[src/logic/elem_pkg.sv]
// shared types, constants and host register map for the pulse element bank; import into each block
`default_nettype none

package elem_pkg;

	localparam int NELEM = 4;

	// host register address layout, {elem[1:0], 2'b00, field[3:0]}
	localparam int REG_FIELD_W = 4;
	localparam int REG_ELEM_LSB = 6;

	typedef logic signed [15:0] sample_t;  // one I or Q component
	typedef logic [9:0] taddr_t;           // table address
	typedef logic [15:0] amp_t;            // 32768 is unity gain
	typedef logic [7:0] reg_addr_t;
	typedef logic [31:0] reg_data_t;

	// constant envelope used in continuous-wave mode
	localparam sample_t FULL_SCALE = 16'sd32767;

	typedef enum logic [3:0] {
		ENVSTART = 4'h0,
		ENVLEN   = 4'h1,
		FREQADDR = 4'h2,
		AMP      = 4'h3,
		GO       = 4'h4,
		STOP     = 4'h5
	} reg_field_e;

	typedef enum logic {
		ENV = 1'b0,
		LO  = 1'b1
	} tbl_sel_e;

endpackage

`default_nettype wire

[src/logic/elem_cmd_if.sv]
// per-element pulse settings and start/stop strobes, driven by elem_regs and read by elem_conn
`timescale 1ns/1ps
`default_nettype none

interface elem_cmd_if ();
	import elem_pkg::*;

	taddr_t envstart;
	taddr_t envlength;  // zero selects continuous wave
	taddr_t freqaddr;
	amp_t amp;
	logic start;        // single-cycle, no acknowledge
	logic stop;

	modport cfg (
		output envstart,
		output envlength,
		output freqaddr,
		output amp,
		output start,
		output stop
	);

	modport seq (
		input envstart,
		input envlength,
		input freqaddr,
		input amp,
		input start,
		input stop
	);

endinterface

`default_nettype wire

[src/logic/am_mod.sv]
// envelope times carrier, then amplitude scaling; two register stages from input to output
`timescale 1ns/1ps
`default_nettype none

module am_mod (
	input  logic              elem,
	input  logic              rst_n,
	input  logic              in_valid,
	input  elem_pkg::sample_t env_i,
	input  elem_pkg::sample_t env_q,
	input  elem_pkg::sample_t lo_i,
	input  elem_pkg::sample_t lo_q,
	input  elem_pkg::amp_t    amp,
	output logic              out_valid,
	output elem_pkg::sample_t out_i,
	output elem_pkg::sample_t out_q
);
	import elem_pkg::*;

	logic signed [31:0] ex_c;
	logic signed [31:0] ey_s;
	logic signed [31:0] ex_s;
	logic signed [31:0] ey_c;
	logic signed [32:0] mix_i;
	logic signed [32:0] mix_q;
	sample_t p_i;
	sample_t p_q;
	amp_t amp_r;
	logic valid_r;
	logic signed [16:0] amp_s;
	logic signed [32:0] scl_i;
	logic signed [32:0] scl_q;

	// (ex + j ey)(c + j s)
	assign ex_c = env_i * lo_i;
	assign ey_s = env_q * lo_q;
	assign ex_s = env_i * lo_q;
	assign ey_c = env_q * lo_i;
	assign mix_i = ex_c - ey_s;
	assign mix_q = ex_s + ey_c;

	always_ff @(posedge elem) begin
		p_i <= sample_t'(mix_i >>> 15);  // truncated to 16 bits
		p_q <= sample_t'(mix_q >>> 15);
		amp_r <= amp;
	end

	assign amp_s = signed'({1'b0, amp_r});  // amp is unsigned
	assign scl_i = p_i * amp_s;
	assign scl_q = p_q * amp_s;

	always_ff @(posedge elem) begin
		out_i <= sample_t'(scl_i >>> 15);
		out_q <= sample_t'(scl_q >>> 15);
	end

	always_ff @(posedge elem or negedge rst_n) begin
		if (!rst_n) begin
			valid_r <= 1'b0;
			out_valid <= 1'b0;
		end else begin
			valid_r <= in_valid;
			out_valid <= valid_r;
		end
	end

endmodule

`default_nettype wire

[src/logic/elem_conn.sv]
// element sequencer; walks envelope and LO addresses for one pulse and feeds the modulator
`timescale 1ns/1ps
`default_nettype none

module elem_conn #(
	parameter int TABLE_DEPTH = 1024
) (
	input  logic              elem,
	input  logic              rst_n,
	elem_cmd_if.seq           cmd,
	output elem_pkg::taddr_t  env_addr,
	output elem_pkg::taddr_t  lo_addr,
	input  elem_pkg::sample_t env_i,
	input  elem_pkg::sample_t env_q,
	input  elem_pkg::sample_t lo_i,
	input  elem_pkg::sample_t lo_q,
	output logic              valid,
	output elem_pkg::sample_t out_i,
	output elem_pkg::sample_t out_q
);
	import elem_pkg::*;

	taddr_t env_ptr;
	taddr_t lo_ptr;
	taddr_t remain;  // samples left, unused in cw mode
	amp_t amp_run;
	amp_t amp_d;
	logic cw_run;
	logic cw_d;
	logic busy;
	logic busy_d;
	sample_t mod_env_i;
	sample_t mod_env_q;

	function automatic taddr_t next_addr(taddr_t a);
		return (a == taddr_t'(TABLE_DEPTH - 1)) ? '0 : a + 1'b1;
	endfunction

	always_ff @(posedge elem or negedge rst_n) begin
		if (!rst_n) begin
			env_ptr <= '0;
			lo_ptr <= '0;
			remain <= '0;
			amp_run <= '0;
			cw_run <= 1'b0;
			busy <= 1'b0;
		end else if (cmd.start) begin  // also restarts a running pulse
			env_ptr <= cmd.envstart;
			lo_ptr <= cmd.freqaddr;
			remain <= cmd.envlength;
			amp_run <= cmd.amp;
			cw_run <= (cmd.envlength == '0);
			busy <= 1'b1;
		end else if (busy) begin
			env_ptr <= next_addr(env_ptr);
			lo_ptr <= next_addr(lo_ptr);
			if (cw_run) begin
				if (cmd.stop)
					busy <= 1'b0;
			end else begin
				remain <= remain - 1'b1;
				if (remain == taddr_t'(1))
					busy <= 1'b0;  // last sample issued this cycle
			end
		end
	end

	// line up with the table data, one cycle behind the address
	always_ff @(posedge elem or negedge rst_n) begin
		if (!rst_n) begin
			busy_d <= 1'b0;
			cw_d <= 1'b0;
			amp_d <= '0;
		end else begin
			busy_d <= busy;
			cw_d <= cw_run;
			amp_d <= amp_run;
		end
	end

	assign env_addr = env_ptr;
	assign lo_addr = lo_ptr;

	assign mod_env_i = cw_d ? FULL_SCALE : env_i;
	assign mod_env_q = cw_d ? sample_t'(0) : env_q;

	am_mod am_mod_i (
		.elem      (elem),
		.rst_n     (rst_n),
		.in_valid  (busy_d),
		.env_i     (mod_env_i),
		.env_q     (mod_env_q),
		.lo_i      (lo_i),
		.lo_q      (lo_q),
		.amp       (amp_d),
		.out_valid (valid),
		.out_i     (out_i),
		.out_q     (out_q)
	);

endmodule

`default_nettype wire

[src/flat_wrapper.sv]
// flat-port wrapper written by rule: the top's interface ports become plain ports
module elem_conn_flat import elem_pkg::*;
#(
	parameter int TABLE_DEPTH = 1024
)
  (elem, rst_n, env_addr, lo_addr, env_i, env_q, lo_i, lo_q, valid, out_i, out_q, cmd_envstart, cmd_envlength, cmd_freqaddr, cmd_amp, cmd_start, cmd_stop);
  elem_cmd_if cmd_i ();
  input  logic elem;
  input  logic rst_n;
  output elem_pkg::taddr_t env_addr;
  output elem_pkg::taddr_t lo_addr;
  input  elem_pkg::sample_t env_i;
  input  elem_pkg::sample_t env_q;
  input  elem_pkg::sample_t lo_i;
  input  elem_pkg::sample_t lo_q;
  output logic valid;
  output elem_pkg::sample_t out_i;
  output elem_pkg::sample_t out_q;
  input wire logic [$bits(cmd_i.envstart)-1:0] cmd_envstart;
  input wire logic [$bits(cmd_i.envlength)-1:0] cmd_envlength;
  input wire logic [$bits(cmd_i.freqaddr)-1:0] cmd_freqaddr;
  input wire logic [$bits(cmd_i.amp)-1:0] cmd_amp;
  input wire logic [$bits(cmd_i.start)-1:0] cmd_start;
  input wire logic [$bits(cmd_i.stop)-1:0] cmd_stop;
  assign cmd_i.envstart = cmd_envstart;
  assign cmd_i.envlength = cmd_envlength;
  assign cmd_i.freqaddr = cmd_freqaddr;
  assign cmd_i.amp = cmd_amp;
  assign cmd_i.start = cmd_start;
  assign cmd_i.stop = cmd_stop;
  elem_conn #(.TABLE_DEPTH(TABLE_DEPTH)) u_core (.elem(elem), .rst_n(rst_n), .cmd(cmd_i), .env_addr(env_addr), .lo_addr(lo_addr), .env_i(env_i), .env_q(env_q), .lo_i(lo_i), .lo_q(lo_q), .valid(valid), .out_i(out_i), .out_q(out_q));
endmodule
[config.mk]
export PLATFORM = sky130hd
export DESIGN_NAME = elem_conn_flat
export DESIGN_NICKNAME = d
export VERILOG_FILES = /design/src/logic/elem_pkg.sv /design/src/logic/elem_cmd_if.sv /design/src/logic/am_mod.sv /design/src/logic/elem_conn.sv /design/src/flat_wrapper.sv
export SDC_FILE = /design/constraint.sdc
export NUM_CORES = 2
export LEC_CHECK = 0
export BUFFER_PORTS_ARGS = -buffer_cell sky130_fd_sc_hd__buf_4
export CORE_ASPECT_RATIO = 0.5
export CORE_MARGIN = 10
export CORE_UTILIZATION = 70
export CTS_CLUSTER_SIZE = 24
export DETAILED_ROUTE_END_ITERATION = 10
export GPL_TIMING_DRIVEN = 1
export PLACE_DENSITY = 0.95
export SLEW_MARGIN = 20
export SYNTH_ARGS = -nofsm -noshare
export SYNTH_HDL_FRONTEND = slang
export SYNTH_SLANG_ARGS = --single-unit
[constraint.sdc]
create_clock -name elem -period 19.05 [get_ports elem]
set_clock_uncertainty 0.05 [all_clocks]
set_input_delay 0.9525 -clock elem [delete_from_list [all_inputs] [get_ports elem]]
set_output_delay 0.9525 -clock elem [all_outputs]
set_load 0.02 [all_outputs]
==> reports/results.tsv <==
stage	metric	value	unit
status	status	completed	
die	Initial Utilization	70.58	%
clock_tree	Setup Buffers After CTS	0	
routing	drt initial violations	5467	
clock_tree	Num CTS Buffers	17	
logic_synthesis	main combinational cell family by area after synthesis	adder cells	
routing	DR vias/cell	6.129	
die	die area	0.09723	sq mm
die	die height	225.5	um
timing	Tcrit/Tclk final	48.41	%
timing	Fmax achieved	108.4	MHz
setup_path	worst r2r src	u_core.cw_d$_DFF_PN0_	
cells_and_area	Non-Filler Cell Area, Final	0.06170	sq mm
timing	Final Max Slew Viols	0	
job	maxcap violations	0	
setup_path	startpoint types	register	
place	gp weighted congestion	0.9929	
setup_path	Worst EP arrival	9570	ps
routing	1st-pass router iterations	8	
logic_synthesis	synthesized area per cell	9.280	sq um
logic_synthesis	FF+latch count, synth	148	
timing	final hold vios	0	
logic_synthesis	top post-synthesis cells by area	fa_1 (51%), inv_1 (11%), ha_1 (11%)	
logic_synthesis	Synthesized Nets	8505	
hold_path	worst hold start	u_core.amp_d[10]$_DFF_PN0_	
timing	Final Worst Setup Slack	9827	ps
clock_tree	CTS resizes	0	
logic_synthesis	count of different cell masters after synthesis	61	
logic_synthesis	Post-Synthesis Cell Area	0.05915	sq mm
grt	gr ovfl total	0	
die	Rows	75	
logic_synthesis	dominant synthesized flop cell	dfxtp_1	
logic_synthesis	YS warnings	0	
setup_path	Crit Path Max Fanout	42	
timing	Final setup viols	0	
hold_path	hold crit path type	register to register	
logic_synthesis	Synth Area in Compound Gates	2.302	%
logic_synthesis	mux share of post-synthesis cell area	0.4104	%
place	detailed placement HPWL	132000	um
cells_and_area	Final nets	8444	
logic_synthesis	Post-synth EDFFs	0	
grt	vias in the first global route	53130	
logic_synthesis	commonest cells in the synthesized netlist	inv_1 (1771), fa_1 (1505), nand2_1 (869)	
clock_tree	clk sinks	148	
setup_path	required time worst endpoint	19390	ps
logic_synthesis	Synth Instances	6374	
logic_synthesis	async set-reset flop share out of synthesis	45.95	%
logic_synthesis	Simple-Gate Fraction of Synth Area	14.74	%
setup_path	CP Launch Point	u_core.cw_d$_DFF_PN0_	
die	Die W	431.1	um
cells_and_area	Layout Area Growth over Synthesis	4.313	%
cells_and_area	layout cell share with drive strength beyond 1	4.853	%
grt	largest net degree at the start of global routing	72	
timing	relative slew slack	15.14	%
routing	drc violations	0	
setup_path	crit end category	register	
clock_tree	cts hold-fix bufs	0	
logic_synthesis	Synth Area in Adders	61.77	%
die	core area	0.08380	sq mm
place	Placement Cell Area	0.06107	sq mm
routing	Routed Antenna Nets	0	
timing	setup TNS	0	ps
clock_tree	Clock Pin Slew Worst Setup and Hold Paths	90	ps
clock_tree	CTS max path bufs	2	
logic_synthesis	top-area cell type share of the netlist area	50.94	%
clock_tree	Clock Tree Root	clkbuf_16	
grt	initial antenna violation count	9	
logic_synthesis	Synth area leader	fa_1	
grt	first-pass GRT wire length	278100	um
routing	Vias	45630	
timing	RSZ-0062 raised after global routing	no	
place	pre-CTS setup slack	10010	ps
grt	Total GRT Usage	36.81	%
logic_synthesis	sequential element share of the synthesized area	5.585	%
die	Top Ports	167	
logic_synthesis	top-count cell post-synth	inv_1	
routing	DRT Wirelength	173400	um
place	port bufs	166	
clock_tree	CTS tree	built	
logic_synthesis	XOR/XNOR Fraction of Synth Area	2.103	%
clock_tree	Skew-Pair Late Insertion Delay	470	ps
routing	DR WL/cell	23.29	um
setup_path	WS Path Type	register to register	
timing	Tmin final	9223	ps
timing	WHS	294.1	ps
timing	worst slew pin tran	1273	ps
clock_tree	H-tree depth	4	
-- worst paths after layout --
path	end	slack [ps]	cells after the start
max	u_core.am_mod_i.p_i[13]$_DFF_P_	9830	25
min	u_core.am_mod_i.amp_r[10]$_DFF_P_	290	0
max reg2reg	u_core.am_mod_i.p_i[13]$_DFF_P_	9830	25
min reg2reg	u_core.am_mod_i.amp_r[10]$_DFF_P_	290	0
max in group asynchronous	u_core.cw_d$_DFF_PN0_	17800	1
min in group asynchronous	u_core.amp_run[14]$_DFFE_PN0P_	560	1
-- per-layer routing --
metal	vias up	part of all wire, %	GRT usage [%]
met2	3994	45	57.54
li1	17960	-	-
met5	-	0.35	3.787
met4	20	9.0	26.08
met1	22120	30	39.77
met3	1536	16	16.41
-- cell families after synthesis --
family / count (synthesis)
and+or+nand+nor: 1770
adders and majority gates: 2017
buffers and inverters: 2062
muxes: 22
AOI/OAI and AO/OA: 213
xor gates and xnor gates: 142
DFF: 148
-- layout make-up --
class	count	area, sq um
antenna	4	10.01
clock buffer	17	425.4
clock inverter	15	191.4
fill	4492	22100
inverter	1772	6651
multi-input combinational	4164	48140
sequential	148	3304
tap	1116	1396
timing repair buffer	210	1577
-- metrics by stage --
step / instances / util [%]
after floorplan: 6374 / -
after global placement: 7410 / 72.88
after detailed placement: 7410 / 72.88
after CTS: 7442 / 73.62
after global routing: 7443 / 73.62
final: 7446 / 73.63
-- sequential cells by signal, summed over array words and instances, names as in the netlist --
| name | cells |
|---|---|
| u_core.am_mod_i.out_q | 16 |
| u_core.busy | 1 |
| u_core.cw_d | 1 |
| u_core.am_mod_i.valid_r | 1 |
| u_core.am_mod_i.p_q | 16 |
| u_core.am_mod_i.p_i | 16 |
| u_core.lo_addr | 10 |
| u_core.am_mod_i.out_i | 16 |
| u_core.amp_d | 16 |
| u_core.busy_d | 1 |
| u_core.am_mod_i.amp_r | 16 |
| u_core.amp_run | 16 |
| u_core.am_mod_i.out_valid | 1 |
| u_core.env_addr | 10 |
| u_core.remain | 10 |
| u_core.cw_run | 1 |
-- placed cells by master (no fill, tap or decap), types with 5 or more instances in the layout --
cell and n:
mux2_2 18, dfrtp_1 67, inv_8 6, nand2b_1 39
a221o_1 6, o21ai_0 69, or2_2 21, a21oi_1 54
a22oi_1 5, nand3_1 15, nand2_1 869, fa_1 1505
o21a_1 8, nor3_1 17, xor2_1 43, dfxtp_1 80
nor3b_1 11, nor2_1 78, clkinv_8 5, a31oi_1 5
buf_4 210, ha_1 512, nor2b_2 16, and3_1 16
nand4_1 13, and2_1 638, inv_1 1771, a21o_1 16
nor2b_1 16, o211ai_1 6, a211oi_1 9, xnor2_1 99
clkbuf_16 17
-- worst max-delay path, stage by stage (launching register included) --
cell,delay [ps]
dfrtp_2,350
buf_4,520
or2_2,800
nand2_1,170
fa_1,450
fa_1,530
inv_1,60
fa_1,480
inv_1,60
fa_1,550
inv_1,70
fa_1,490
fa_1,530
fa_1,520
inv_1,70
fa_1,490
inv_1,50
ha_1,310
nand3_1,100
nor2_1,220
o221ai_1,620
a21oi_1,590
a211oi_1,240
nor3b_1,420
nor2_1,100
xnor2_1,190
Power is left out: the tool's default activity adds up to more than one toggle a clock period on the data nets, which glitch-free logic cannot reach.
