<file path="config.mk">
export PLATFORM = sky130hd
export DESIGN_NAME = elem_sum
export DESIGN_NICKNAME = d
export VERILOG_FILES = /design/src/logic/elem_pkg.sv /design/src/logic/elem_sum.sv
export SDC_FILE = /design/constraint.sdc
export NUM_CORES = 1
export LEC_CHECK = 0
export ABC_AREA = 1
export BUFFER_PORTS_ARGS = -buffer_cell sky130_fd_sc_hd__buf_4
export CORE_ASPECT_RATIO = 1.5
export CORE_MARGIN = 2
export CORE_UTILIZATION = 40
export DETAILED_ROUTE_END_ITERATION = 6
export GPL_ROUTABILITY_DRIVEN = 0
export SYNTH_ARGS = -nofsm -noshare
export SYNTH_HDL_FRONTEND = slang
export SYNTH_SLANG_ARGS = --single-unit
</file>
<file path="constraint.sdc">
create_clock -name elem -period 2.5 [get_ports elem]
set_input_delay 0.125 -clock elem [delete_from_list [all_inputs] [get_ports elem]]
set_output_delay 0.125 -clock elem [all_outputs]
set_load 0.005 [all_outputs]
</file>
<file path="src/logic/elem_pkg.sv">
// shared types, constants and host register map for the pulse element bank; import into each block
`default_nettype none

package elem_pkg;

	localparam int NELEM = 4;

	// host register address layout, {elem[1:0], 2'b00, field[3:0]}
	localparam int REG_FIELD_W = 4;
	localparam int REG_ELEM_LSB = 6;

	typedef logic signed [15:0] sample_t;  // one I or Q component
	typedef logic [9:0] taddr_t;           // table address
	typedef logic [15:0] amp_t;            // 32768 is unity gain
	typedef logic [7:0] reg_addr_t;
	typedef logic [31:0] reg_data_t;

	// constant envelope used in continuous-wave mode
	localparam sample_t FULL_SCALE = 16'sd32767;

	typedef enum logic [3:0] {
		ENVSTART = 4'h0,
		ENVLEN   = 4'h1,
		FREQADDR = 4'h2,
		AMP      = 4'h3,
		GO       = 4'h4,
		STOP     = 4'h5
	} reg_field_e;

	typedef enum logic {
		ENV = 1'b0,
		LO  = 1'b1
	} tbl_sel_e;

endpackage

`default_nettype wire

</file>
<file path="src/logic/elem_sum.sv">
// sums the four element streams into one I/Q stream; three cycles, wraps on overflow
`timescale 1ns/1ps
`default_nettype none

module elem_sum (
	input  logic              elem,
	input  logic              rst_n,
	input  logic              in_valid [elem_pkg::NELEM],
	input  elem_pkg::sample_t in_i [elem_pkg::NELEM],
	input  elem_pkg::sample_t in_q [elem_pkg::NELEM],
	output logic              out_valid,
	output elem_pkg::sample_t out_i,
	output elem_pkg::sample_t out_q
);
	import elem_pkg::*;

	sample_t mask_i [NELEM];
	sample_t mask_q [NELEM];
	sample_t pair_i [NELEM/2];
	sample_t pair_q [NELEM/2];
	sample_t tot_i;
	sample_t tot_q;
	logic any_valid;
	logic [2:0] valid_sr;

	// idle elements add zero
	always_comb begin
		any_valid = 1'b0;
		for (int k = 0; k < NELEM; k++) begin
			mask_i[k] = in_valid[k] ? in_i[k] : '0;
			mask_q[k] = in_valid[k] ? in_q[k] : '0;
			any_valid = any_valid | in_valid[k];
		end
	end

	always_ff @(posedge elem) begin
		for (int j = 0; j < NELEM/2; j++) begin
			pair_i[j] <= mask_i[2*j] + mask_i[2*j+1];
			pair_q[j] <= mask_q[2*j] + mask_q[2*j+1];
		end
		tot_i <= pair_i[0] + pair_i[1];
		tot_q <= pair_q[0] + pair_q[1];
		out_i <= tot_i;
		out_q <= tot_q;
	end

	always_ff @(posedge elem or negedge rst_n) begin
		if (!rst_n)
			valid_sr <= '0;
		else
			valid_sr <= {valid_sr[1:0], any_valid};
	end

	assign out_valid = valid_sr[2];

endmodule

`default_nettype wire

</file>
==> impl_summary.txt, run 1 <==
----------------------------------------------------
[Power]
  Clk pwr share ... about a third
  Internal power component ... about 5.4 mW
  Power density over the cells ... ~690 nW/µm²
  Share of total power in sequential cells ... 37.6%
  Combinational share of power ... 29.4%
  Sw Ratio ... a little under a third
  Max IR drop VDD ... 0.518 mV
  Total leakage power ... roughly 7.4 nW
  Total net switching power ... 2.41 mW

[Drt]
  DR pass1 iterations ... 4
  Drt wl/cell ... ~11 µm
  Total via count in the routed design ... 8606
  Number of DRC markers in iteration 0 ... 235
  DRC violations left ... 0
  Total Wirelength ... 22000 µm
  Number of nets with antenna violations after detailed routing ... 0
  Vias per inst ... 4.48

[Logic synthesis]
  Per-instance average area after synthesis ... 6.23 µm²
  Synth Net Count ... 1693
  Synth top area cells ... dfxtp_1, nand2_1, inv_1
  Most frequent cells after synthesis ... nand2_1, inv_1, dfxtp_1
  Mapped Area ... 9120 µm²
  Yosys top cell by area ... dfxtp_1
  Number of enable-type register cells in the synthesized netlist ... 0
  Gate count of the mapped netlist ... 1463
  Unique masters post-synth ... 26
  Sequential-to-total area share from yosys stat ... 28.9%
  Most common cell in the netlist ... nand2_1
  Post-synthesis async set-or-reset flop share ... 2.29%
  Synth Flop Type ... dfxtp_1
  Number of warnings printed during yosys synthesis ... 0
  Number of register bits inferred by synthesis ... 131
  Yosys top cell area share ... 28.1%

[Finish]
  Filler Cells Inserted ... 2366
  Count of antenna diodes in the layout ... 0
  Layout overhead on the synthesized area ... 23.6%
  Fraction of final layout cells with drive strength greater than 1 ... 14.5%
  Combined flip-flop and latch cell area ... 2640 µm²
  Post-route non-filler standard cell count ... 1923
  Final layout net count ... 1864
  Area used by multi-input combinational logic ... 5060 µm²

[Worst setup path]
  Biggest cell delay along the critical path ... 0.53 ns
  WP depth ... 14
  Reg2Reg Capture Point ... tot_i[14]
  Slowest stage cell on the critical path ... dlygate4sd3_1
  Cell class contributing the biggest share of worst-path delay ... buffers and inverters
  Crit path top cell by count ... nand2_1
  Data arrival at the endpoint of the critical path ... between 2 and 2.5 ns
  Cell depth of the worst flop-to-flop path ... 10
  Kind of critical path ... input port to flop
  Data required time of the critical path ... 2.82 ns
  Maximum fanout along the worst path ... 3
  Critical path capture point type ... flop
  Start of the worst register-to-register path ... pair_i[0][0]
  Critical path launch point type ... input port
  Buffers plus inverters on the worst setup path ... 3
  CP cell instances ... dlygate4sd3_1, buf_4, nand2_1, inv_1, ha_1, fa_1, nand2_1, nand3_1, nand3_1, nand2_1, nand2_1, nand2_1, nand2_1, nand2_1
  Register-to-register setup slack ... between 0.7 and 0.8 ns

[CTS]
  Clock Pin Slew Worst Setup and Hold Paths ... 0.06 ns
  Post-CTS Resized ... 0
  Clock Latency Late Sink ... approximately 0.43 ns
  Clock buffer count from CTS ... 17
  CTS tree ... built
  # Post-CTS Setup Buffers ... 0
  CTS sink cnt ... 131
  CTS HTree Levels ... 4
  Bufs on Longest Clock Path ... 2
  Cell at the root of the clock tree ... clkbuf_16

[Die]
  DIE AREA ... 24000 µm²
  Overall die width ... around 130 µm
  Count of boundary I/O pins ... around 170
  Initial core utilization ... 40.7%
  Core footprint ... 22400 µm²
  Number of rows in the core area ... 67
  Die Height ... about 190 µm

[Outcome]
  Status ... finished clean

[Flow run]
  # Max-Cap Violations ... 0

[Global routing]
  Largest net degree at the start of global routing ... 34
  Vias in the first global route ... 8754
  Initial antenna violation count ... 0
  Overall fraction of global-route tracks in use ... approximately a fifth
  Overall overflow remaining after global route ... 0
  First-pass GRT wire length ... 37500 µm

[STA]
  Measured slew at the worst slew-check pin ... 0.409 ns
  Post-route clock period utilization ... 72.7%
  Fmax ... about 550 MHz
  Aggregate negative setup slack ... 0 ns
  Worst relative slew slack ... 72.6%
  Setup repair after global routing missed its margin ... false
  Number of pins with negative max-slew slack in the final report ... 0
  Clock period minus final worst setup slack ... 1.82 ns
  Fin. Hold Viols ... 0
  Final setup violation count ... 0
  Final Skew ... 0.0101 ns
  Worst hold slack ... 0.0221 ns

[Min path]
  Count of cells along the worst hold path ... 4
  Hold Crit Start ... in_q[32]
  Path category of the worst min-delay check ... input port to flop
  Hold endpoint ... pair_q[0][0]

[Placement]
  Placed Cells incl. Taps ... between 1500 and 2000
  HPWL Detailed ... 18700 µm
  Total of buffers placed on input and output ports ... 166

----------------------------------------------------
[power by group through the flow]
stage | Clock [mW] | Sequential, mW | Combinational [mW]
CTS | 2.63 | 2.94 | 2.33
global placement | 0 | 2.97 | 2.28
detailed placement | 0 | 2.98 | 2.31
global route | 2.72 | 2.98 | 2.63
floorplan | 0 | 2.92 | 1.39
finish | 2.57 | 2.92 | 2.28
[routing by layer]
metal  track usage, %  vias to the layer above  wire, µm
met5                0                        -         0
met4             11.2                        0      1080
met3             2.77                       59       678
met2             40.3                      165     12500
met1             17.1                     3744      7710
li1                 -                     4638         -
[state kept, by name, summed over array words and instances, names as in the netlist]
signal	cells
pair_q	32
out_i	16
pair_i	32
tot_q	16
tot_i	16
valid_sr	3
out_q	16
[cell usage in the layout, fill, tap and decap left out, drive strengths merged]
cell type / n
fa: 6
dfxtp: 128
nand2: 612
nor2: 52
o21ai: 4
nor3: 18
xor2: 44
a21oi: 48
bufinv: 3
and2: 1
nand4: 6
dlygate4sd3: 2
nand3: 67
buf: 166
or2: 2
clkbuf: 20
inv: 360
dfrtp: 3
clkinv: 4
xnor2: 4
nand3b: 3
or4: 1
clkinvlp: 3
ha: 90
[through the flow]
step	worst slack [ns]	power, mW	utilization (%)	cell area [µm²]
global route	0.494	8.32	50.3	11300
finish	0.682	7.77	50.3	11300
detailed placement	0.544	5.29	47.5	10600
global placement	0.570	5.26	47.5	10600
floorplan	0.696	4.31	-	9120
CTS	0.673	7.89	50.3	11300
[layout make-up]
class | count | area share [%]
Timing Repair Buffer | 168 | 11.2
Clock buffer | 20 | 4.05
Multi-Input combinational cell | 958 | 44.9
Clock inverter | 12 | 1.37
Tap cell | 276 | 3.07
Sequential cell | 131 | 23.4
Inverter | 358 | 11.9
[what timing repair did]
item,CTS,global route
hold buffers,2,0
setup endpoints to repair,0,0
hold endpoints to repair,4,0
[how the worst max path moves through the flow]
| stage | slack (ns) | startpoint | endpoint |
|---|---|---|---|
| after global routing | 0.49 | in_i[0] | pair_i[0][30] |
| final | 0.68 | in_i[0] | pair_i[0][30] |
| after floorplan | 0.70 | in_valid[1] | pair_q[0][30] |
| after global placement | 0.57 | in_valid[3] | pair_q[0][14] |
| after detailed placement | 0.54 | in_valid[3] | pair_q[0][14] |
| after CTS | 0.67 | in_i[0] | pair_i[0][30] |
[worst register-to-register path, delay by kind of cell (launching register included)]
| family | cells | cell delay (ns) |
|---|---|---|
| AND/OR/NAND/NOR | 8 | 0.67 |
| adder cells (fa/ha/maj) | 2 | 0.63 |
| flip-flops | 1 | 0.30 |
[logic make-up (layout without fill, tap and decap cells)]
logic type	after synthesis	in the layout	synth area share [%]
AOI/OAI and AO/OA	52	52	3.06
buffers and inverters	374	558	15.6
and+or+nand+nor	762	762	34.2
adders and majority gates	96	96	13.7
xor gates and xnor gates	48	48	4.61
DFF	131	131	28.9
No activity file was read; power rests on OpenSTA's default activity.
==> run 2, diff against run 1 <==
==> constraint.sdc (replaced) <==
create_clock -name elem -period 1.8 [get_ports elem]
set_input_delay 0.09 -clock elem [delete_from_list [all_inputs] [get_ports elem]]
set_output_delay 0.09 -clock elem [all_outputs]
set_load 0.005 [all_outputs]
==> run 2 against run 1 <==
Register-to-register slack got worse by 0.65 ns. Via count shrank 0.31%. Largest power group unchanged. Sequential power rose by 39%. Sequential share of layout area decreased by 0.30 points. Critical endpoint is now tot_q[14]. Critical path type is now flop to flop.
==> impl_summary.txt, run 2 (same netlist as run 1, synthesis figures left out) <==
----------------------------------------------------
[STA]
  Setup repair after global routing missed its margin ... false (unchanged)
  Fmax ... 602 MHz
  Measured slew at the worst slew-check pin ... 0.394 ns (was 0.409 ns)
  Fin. Hold Viols ... 0 (unchanged)
  Number of pins with negative max-slew slack in the final report ... 0 (unchanged)
  Final Skew ... 0.00755 ns (was 0.0101 ns)
  Clock period minus final worst setup slack ... 1.66 ns
  Final setup violation count ... 0 (unchanged)
  Post-route clock period utilization ... 92.3%
  Worst relative slew slack ... 73.7% (was 72.6%)

[Global routing]
  Overall overflow remaining after global route ... 0 (unchanged)
  Vias in the first global route ... 8322 (was 8754)
  First-pass GRT wire length ... 36200 µm (was 37500 µm)
  Initial antenna violation count ... 0 (unchanged)
  Largest net degree at the start of global routing ... 21 (was 34)
  Overall fraction of global-route tracks in use ... 18.9% (was 19.5%)

[Die]
  Initial core utilization ... 40.7% (unchanged)
  DIE AREA ... 24000 µm² (unchanged)
  Core footprint ... 22400 µm² (unchanged)
  Overall die width ... 127 µm (unchanged)
  Count of boundary I/O pins ... 167 (unchanged)
  Die Height ... 189 µm (unchanged)
  Number of rows in the core area ... 67 (unchanged)

[Placement]
  HPWL Detailed ... 18800 µm (was 18700 µm)
  Total of buffers placed on input and output ports ... 166 (unchanged)

[Outcome]
  Status ... finished clean (unchanged)

[Power]
  Clk pwr share ... 31.5% (was 33.1%)
  Share of total power in sequential cells ... 38.2% (was 37.6%)
  Max IR drop VDD ... 0.710 mV (was 0.518 mV)
  Combinational share of power ... 30.3% (was 29.4%)
  Power consumption ... 10.6 mW (was 7.77 mW)
  Sw Ratio ... 32.0% (was 31.0%)
  Internal power component ... 7.23 mW (was 5.36 mW)
  Total net switching power ... 3.40 mW (was 2.41 mW)
  Total leakage power ... 7.47 nW (was 7.40 nW)
  Power density over the cells ... 932 nW/µm² (was 690 nW/µm²)

[Worst setup path]
  CP cell instances ... ha_1, fa_1, nand2_1, nand2_1, nand3b_1, nand2_1, nand2_1, nand2_1, nand2_1, nand2_1 (was dlygate4sd3_1, buf_4, nand2_1, inv_1, ha_1, fa_1, nand2_1, nand3_1, nand3_1, nand2_1, nand2_1, nand2_1, nand2_1, nand2_1)
  Data required time of the critical path ... 2.11 ns (was 2.82 ns)
  Biggest cell delay along the critical path ... 0.40 ns (was 0.53 ns)
  Register-to-register setup slack ... 0.14 ns (was 0.79 ns)
  Crit path top cell by count ... nand2_1 (unchanged)
  Cell depth of the worst flop-to-flop path ... 10 (unchanged)
  Start of the worst register-to-register path ... pair_q[0][0] (was pair_i[0][0])
  Maximum fanout along the worst path ... 3 (unchanged)
  Critical path capture point type ... flop (unchanged)
  Data arrival at the endpoint of the critical path ... 1.97 ns (was 2.14 ns)
  Buffers plus inverters on the worst setup path ... 0 (was 3)
  Kind of critical path ... flop to flop (was input port to flop)
  Critical path launch point type ... flop (was input port)
  Reg2Reg Capture Point ... tot_q[14] (was tot_i[14])
  Cell class contributing the biggest share of worst-path delay ... simple AND/OR/NAND/NOR gates (was buffers and inverters)
  Slowest stage cell on the critical path ... fa_1 (was dlygate4sd3_1)

[Finish]
  Largest regs ... pair_i x32, pair_q x32 (unchanged)
  Final layout net count ... 1882 (was 1864)
  Layout overhead on the synthesized area ... 25.1% (was 23.6%)
  Most common cell after layout, fill and taps aside ... nand2_1 (unchanged)
  Count of antenna diodes in the layout ... 0 (unchanged)
  Most frequent cells in the layout ... nand2_1, inv_1, buf_4 (unchanged)
  Combined flip-flop and latch cell area ... 2640 µm² (unchanged)
  Area used by multi-input combinational logic ... 5070 µm² (was 5060 µm²)
  Post-Route Utilization ... 51.0% (was 50.3%)
  Fraction of final layout cells with drive strength greater than 1 ... 15.5% (was 14.5%)
  Filler Cells Inserted ... 2343 (was 2366)

[Drt]
  Total via count in the routed design ... 8579 (was 8606)
  Length of routed met2 wiring ... 12600 µm (was 12500 µm)
  Number of DRC markers in iteration 0 ... 246 (was 235)
  Length of routed met3 wiring ... 523 µm (was 678 µm)
  Total Wirelength ... 21800 µm (was 22000 µm)
  DR pass1 iterations ... 4 (unchanged)
  Number of nets with antenna violations after detailed routing ... 0 (unchanged)
  Routed metal-1 wirelength ... 7980 µm (was 7710 µm)
  Drt wl/cell ... 11.3 µm (was 11.4 µm)
  Vias per inst ... 4.42 (was 4.48)
  DRC violations left ... 0 (unchanged)
  Top routing layer in use ... met4 (unchanged)

[CTS]
  CTS HTree Levels ... 4 (unchanged)
  CTS sink cnt ... 131 (unchanged)
  Bufs on Longest Clock Path ... 2 (unchanged)
  CTS tree ... built (unchanged)
  Clock Latency Late Sink ... 0.42 ns (was 0.43 ns)
  Clock buffer count from CTS ... 17 (unchanged)
  Clock Pin Slew Worst Setup and Hold Paths ... 0.06 ns (about the same)
  Cell at the root of the clock tree ... clkbuf_16 (unchanged)
  # Post-CTS Setup Buffers ... 0 (unchanged)

[Min path]
  Path category of the worst min-delay check ... input port to flop (unchanged)
  Hold endpoint ... pair_q[0][16] (was pair_q[0][0])
  Count of cells along the worst hold path ... 4 (unchanged)
  Hold Crit Start ... in_q[0] (was in_q[32])

[Flow run]
  # Max-Cap Violations ... 0 (unchanged)

----------------------------------------------------
run 2: cell types whose count changed in the layout (fill, tap and decap cells not counted), sizes merged:
cell / delta
buf: +16
bufinv: -2
clkinv: -2
clkinvlp: +2
dlygate4sd3: +2
inv: +2
run 2: cell type report:
class	count	share of cell area, %
multi-input combinational	958	44.4
clock inverter	12	1.07
inverter	358	11.8
timing repair buffer	186	12.5
tap	276	3.03
sequential	131	23.1
clock buffer	20	4.00
run 2: worst max-delay path by stage:
stage | start | depth (start not counted) | slack [ns] | endpoint
2_1_floorplan | in_valid[1] | 14 | 0.03 | pair_q[0][30]
3_3_place_gp | in_valid[0] | 11 | -0.004 | pair_q[0][30]
3_5_place_dp | in_valid[0] | 11 | -0.02 | pair_q[0][30]
4_1_cts | in_q[32] | 14 | 0.03 | pair_q[0][14]
5_1_grt | pair_q[0][0] | 10 | 0.02 | tot_q[14]
6_report | pair_q[0][0] | 10 | 0.14 | tot_q[14]
run 2: power groups by stage:
stage          clock, mW  combinational [mW]  sequential (mW)
2_1_floorplan          0                1.93             4.06
3_3_place_gp           0                3.22             4.13
3_5_place_dp           0                3.24             4.14
4_1_cts             3.43                3.27             4.08
5_1_grt             3.56                3.68             4.13
6_report            3.36                3.22             4.06
run 2: worst register-to-register path, stage by stage (launching register included):
cell      delay, ns
dfxtp_1        0.30
ha_1           0.21
fa_1           0.40
nand2_1        0.08
nand2_1        0.07
nand3b_1       0.08
nand2_1        0.11
nand2_1        0.11
nand2_1        0.06
nand2_1        0.06
nand2_1        0.05
run 2: stage by stage:
step / std cells / hold slack, ns / setup slack (ns) / instance area [µm²] / TNS (ns)
final: 1941 / 0.0184 / 0.139 / 11400 / 0
after global routing: 1941 / 0.0173 / 0.0210 / 11400 / 0
after CTS: 1941 / 0.00555 / 0.0285 / 11400 / 0
after detailed placement: 1905 / -0.115 / -0.0205 / 10800 / -0.0301
after global placement: 1905 / -0.117 / -0.00425 / 10800 / -0.00425
after floorplan: 1463 / -0.206 / 0.0307 / 9120 / 0
run 2: routing by layer:
layer  vias up  global-route usage (%)
met5         -                       0
met4         0                    8.03
met3        37                    2.40
met2       142                    39.9
met1      3714                    17.3
li1       4686                       -
run 2: repair_timing:
item | in CTS | in global routing
endpoints found under the hold margin | 5 | 0
endpoints found under the setup margin | 0 | 4
resized for setup | 0 | 4
hold buffers | 4 | 0
==> run 3, diff against run 2 <==
--- a/config.mk
+++ b/config.mk
@@ -12,6 +12,7 @@
 export CORE_UTILIZATION = 40
 export DETAILED_ROUTE_END_ITERATION = 6
 export GPL_ROUTABILITY_DRIVEN = 0
+export REMOVE_ABC_BUFFERS = 1
 export SYNTH_ARGS = -nofsm -noshare
 export SYNTH_HDL_FRONTEND = slang
 export SYNTH_SLANG_ARGS = --single-unit
==> run 3 against run 2 <==
Sequential share of layout area about the same. Utilization about the same. Total power increased by 0.75%. Setup slack improved by 0.0018 ns. Sequential cell count did not move. Combinational power about the same. Non-clock buffer count down 4. Critical path depth is 4 higher. Clock skew is 0.0049 ns higher. Critical path type is now input port to flop. Largest power group unchanged.
==> impl_summary.txt, run 3 (same netlist as run 1, synthesis figures left out) <==
----------------------------------------------------
[Outcome]
  Status ... finished clean (unchanged)

[Die]
  Number of rows in the core area ... 67 (unchanged)
  Overall die width ... 127 µm (unchanged)
  Die Height ... 189 µm (unchanged)
  Count of boundary I/O pins ... 167 (unchanged)
  DIE AREA ... 24000 µm² (unchanged)
  Initial core utilization ... 40.7% (unchanged)
  Core footprint ... 22400 µm² (unchanged)

[Power]
  Power consumption ... 10.7 mW (was 10.6 mW)
  Share of total power in sequential cells ... 38.2% (about the same)
  Total leakage power ... 7.47 nW (about the same)
  Total net switching power ... 3.40 mW (about the same)
  Combinational share of power ... 29.8% (was 30.3%)
  Clk pwr share ... 32.1% (was 31.5%)
  Internal power component ... 7.32 mW (was 7.23 mW)
  Power density over the cells ... 940 nW/µm² (was 932 nW/µm²)
  Max IR drop VDD ... 0.764 mV (was 0.710 mV)
  Sw Ratio ... 31.7% (was 32.0%)

[CTS]
  CTS sink cnt ... 131 (unchanged)
  Clock buffer count from CTS ... 17 (unchanged)
  Bufs on Longest Clock Path ... 2 (unchanged)
  Clock Pin Slew Worst Setup and Hold Paths ... 0.06 ns (about the same)
  CTS HTree Levels ... 4 (unchanged)
  CTS tree ... built (unchanged)
  Cell at the root of the clock tree ... clkbuf_16 (unchanged)
  Clock Latency Late Sink ... 0.43 ns (was 0.42 ns)

[STA]
  Aggregate negative setup slack ... 0 ns (unchanged)
  Post-route clock period utilization ... 92.2% (was 92.3%)
  Worst relative slew slack ... 84.7% (was 73.7%)
  Setup repair after global routing missed its margin ... false (unchanged)
  Final setup violation count ... 0 (unchanged)
  Worst hold slack ... 0.00955 ns (was 0.0184 ns)
  Number of pins with negative max-slew slack in the final report ... 0 (unchanged)
  Fin. Hold Viols ... 0 (unchanged)
  Measured slew at the worst slew-check pin ... 0.229 ns (was 0.394 ns)
  Final Skew ... 0.0124 ns (was 0.00755 ns)
  Clock period minus final worst setup slack ... 1.66 ns (about the same)
  Fmax ... 603 MHz (was 602 MHz)

[Worst setup path]
  Crit path top cell by count ... nand2_1 (unchanged)
  Cell depth of the worst flop-to-flop path ... 10 (unchanged)
  Kind of critical path ... input port to flop (was flop to flop)
  Maximum fanout along the worst path ... 3 (unchanged)
  Slowest stage cell on the critical path ... dlygate4sd3_1 (was fa_1)
  Critical path capture point type ... flop (unchanged)
  Biggest cell delay along the critical path ... 0.54 ns (was 0.40 ns)
  Data required time of the critical path ... 2.13 ns (was 2.11 ns)
  Critical path launch point type ... input port (was flop)
  Data arrival at the endpoint of the critical path ... 1.99 ns (was 1.97 ns)
  CP cell instances ... dlygate4sd3_1, buf_4, nand2_1, inv_1, ha_1, fa_2, nand2_2, nand3_1, nand3_1, nand2_2, nand2_1, nand2_1, nand2_1, nand2_1 (was ha_1, fa_1, nand2_1, nand2_1, nand3b_1, nand2_1, nand2_1, nand2_1, nand2_1, nand2_1)

[Drt]
  Total Wirelength ... 21800 µm (about the same)
  DR pass1 iterations ... 4 (unchanged)
  Number of nets with antenna violations after detailed routing ... 0 (unchanged)
  Vias per inst ... 4.48 (was 4.42)
  Total via count in the routed design ... 8683 (was 8579)
  Number of DRC markers in iteration 0 ... 305 (was 246)
  Drt wl/cell ... 11.2 µm (was 11.3 µm)
  DRC violations left ... 0 (unchanged)

[Finish]
  Most frequent cells in the layout ... nand2_1, inv_1, buf_4 (unchanged)
  Post-Route Utilization ... 51.0% (about the same)
  Fraction of final layout cells with drive strength greater than 1 ... 15.4% (was 15.5%)
  Final Instance Area ... 11400 µm² (about the same)
  Final layout net count ... 1878 (was 1882)
  Layout overhead on the synthesized area ... 25.1% (about the same)
  Most common cell after layout, fill and taps aside ... nand2_1 (unchanged)
  Largest regs ... pair_i x32, pair_q x32 (unchanged)

[Placement]
  Total of buffers placed on input and output ports ... 166 (unchanged)
  Cell area reported after detailed placement ... 10700 µm² (was 10800 µm²)
  HPWL Detailed ... 18600 µm (was 18800 µm)

[Global routing]
  Overall fraction of global-route tracks in use ... 18.7% (was 18.9%)
  Vias in the first global route ... 8283 (was 8322)
  Initial antenna violation count ... 1 (was 0)
  Largest net degree at the start of global routing ... 23 (was 21)
  Overall overflow remaining after global route ... 0 (unchanged)
  First-pass GRT wire length ... 35600 µm (was 36200 µm)

[Flow run]
  # Max-Cap Violations ... 0 (unchanged)

[Min path]
  Count of cells along the worst hold path ... 4 (unchanged)
  Path category of the worst min-delay check ... input port to flop (unchanged)

----------------------------------------------------
run 3: per-stage QoR:
step,setup slack (ns),cells
2_1_floorplan,0.287,1447
3_3_place_gp,0.0571,1898
3_5_place_dp,0.0258,1898
4_1_cts,0.0194,1936
5_1_grt,0.00433,1938
6_report,0.140,1938
run 3: repair_timing:
| action | 4_1_cts | 5_1_grt |
|---|---|---|
| resized for setup | 0 | 7 |
| endpoints found under the setup margin | 0 | 8 |
| setup buffers | 0 | 1 |
| hold endpoints to repair | 6 | 0 |
| hold buffers | 6 | 0 |
run 3: routing by layer:
metal  vias up  GRT usage (%)  part of all wire, %
met1      3816           17.6                   37
met2       140           38.0                   57
li1       4687              -                    -
met5         -              0                    0
met3        40           3.48                  2.9
met4         0           8.54                  3.5
run 3: power groups by stage:
stage	Combinational [mW]	Clock, mW	Sequential [mW]
detailed placement	3.20	0	4.14
finish	3.19	3.44	4.09
global route	3.64	3.64	4.16
floorplan	1.89	0	4.06
global placement	3.18	0	4.14
CTS	3.23	3.52	4.10
run 3: worst paths after layout:
path	startpoint	to	slack (ns)
max	in_i[48]	pair_i[0][14]	0.14
min	in_q[0]	pair_q[0][16]	0.01
max reg2reg	pair_q[0][0]	tot_q[14]	0.18
min reg2reg	tot_q[15]	out_q[15]	0.33
max in group asynchronous	rst_n	valid_sr[0]	1.11
min in group asynchronous	rst_n	valid_sr[2]	0.54
run 3: worst max-delay path: cells and delay by family:
family | cells | cell delay, ns
buffers and inverters | 3 | 0.71
AND/OR/NAND/NOR | 9 | 0.60
adder cells (fa/ha/maj) | 2 | 0.58
run 3: cell type report:
cell class                 instances  area (µm²)
multi-input combinational        958        5080
clock buffer                      18         439
tap                              276         345
fill                            2349       11000
timing repair buffer             182        1410
antenna                            1        2.50
clock inverter                    14         154
sequential                       131        2640
inverter                         358        1340
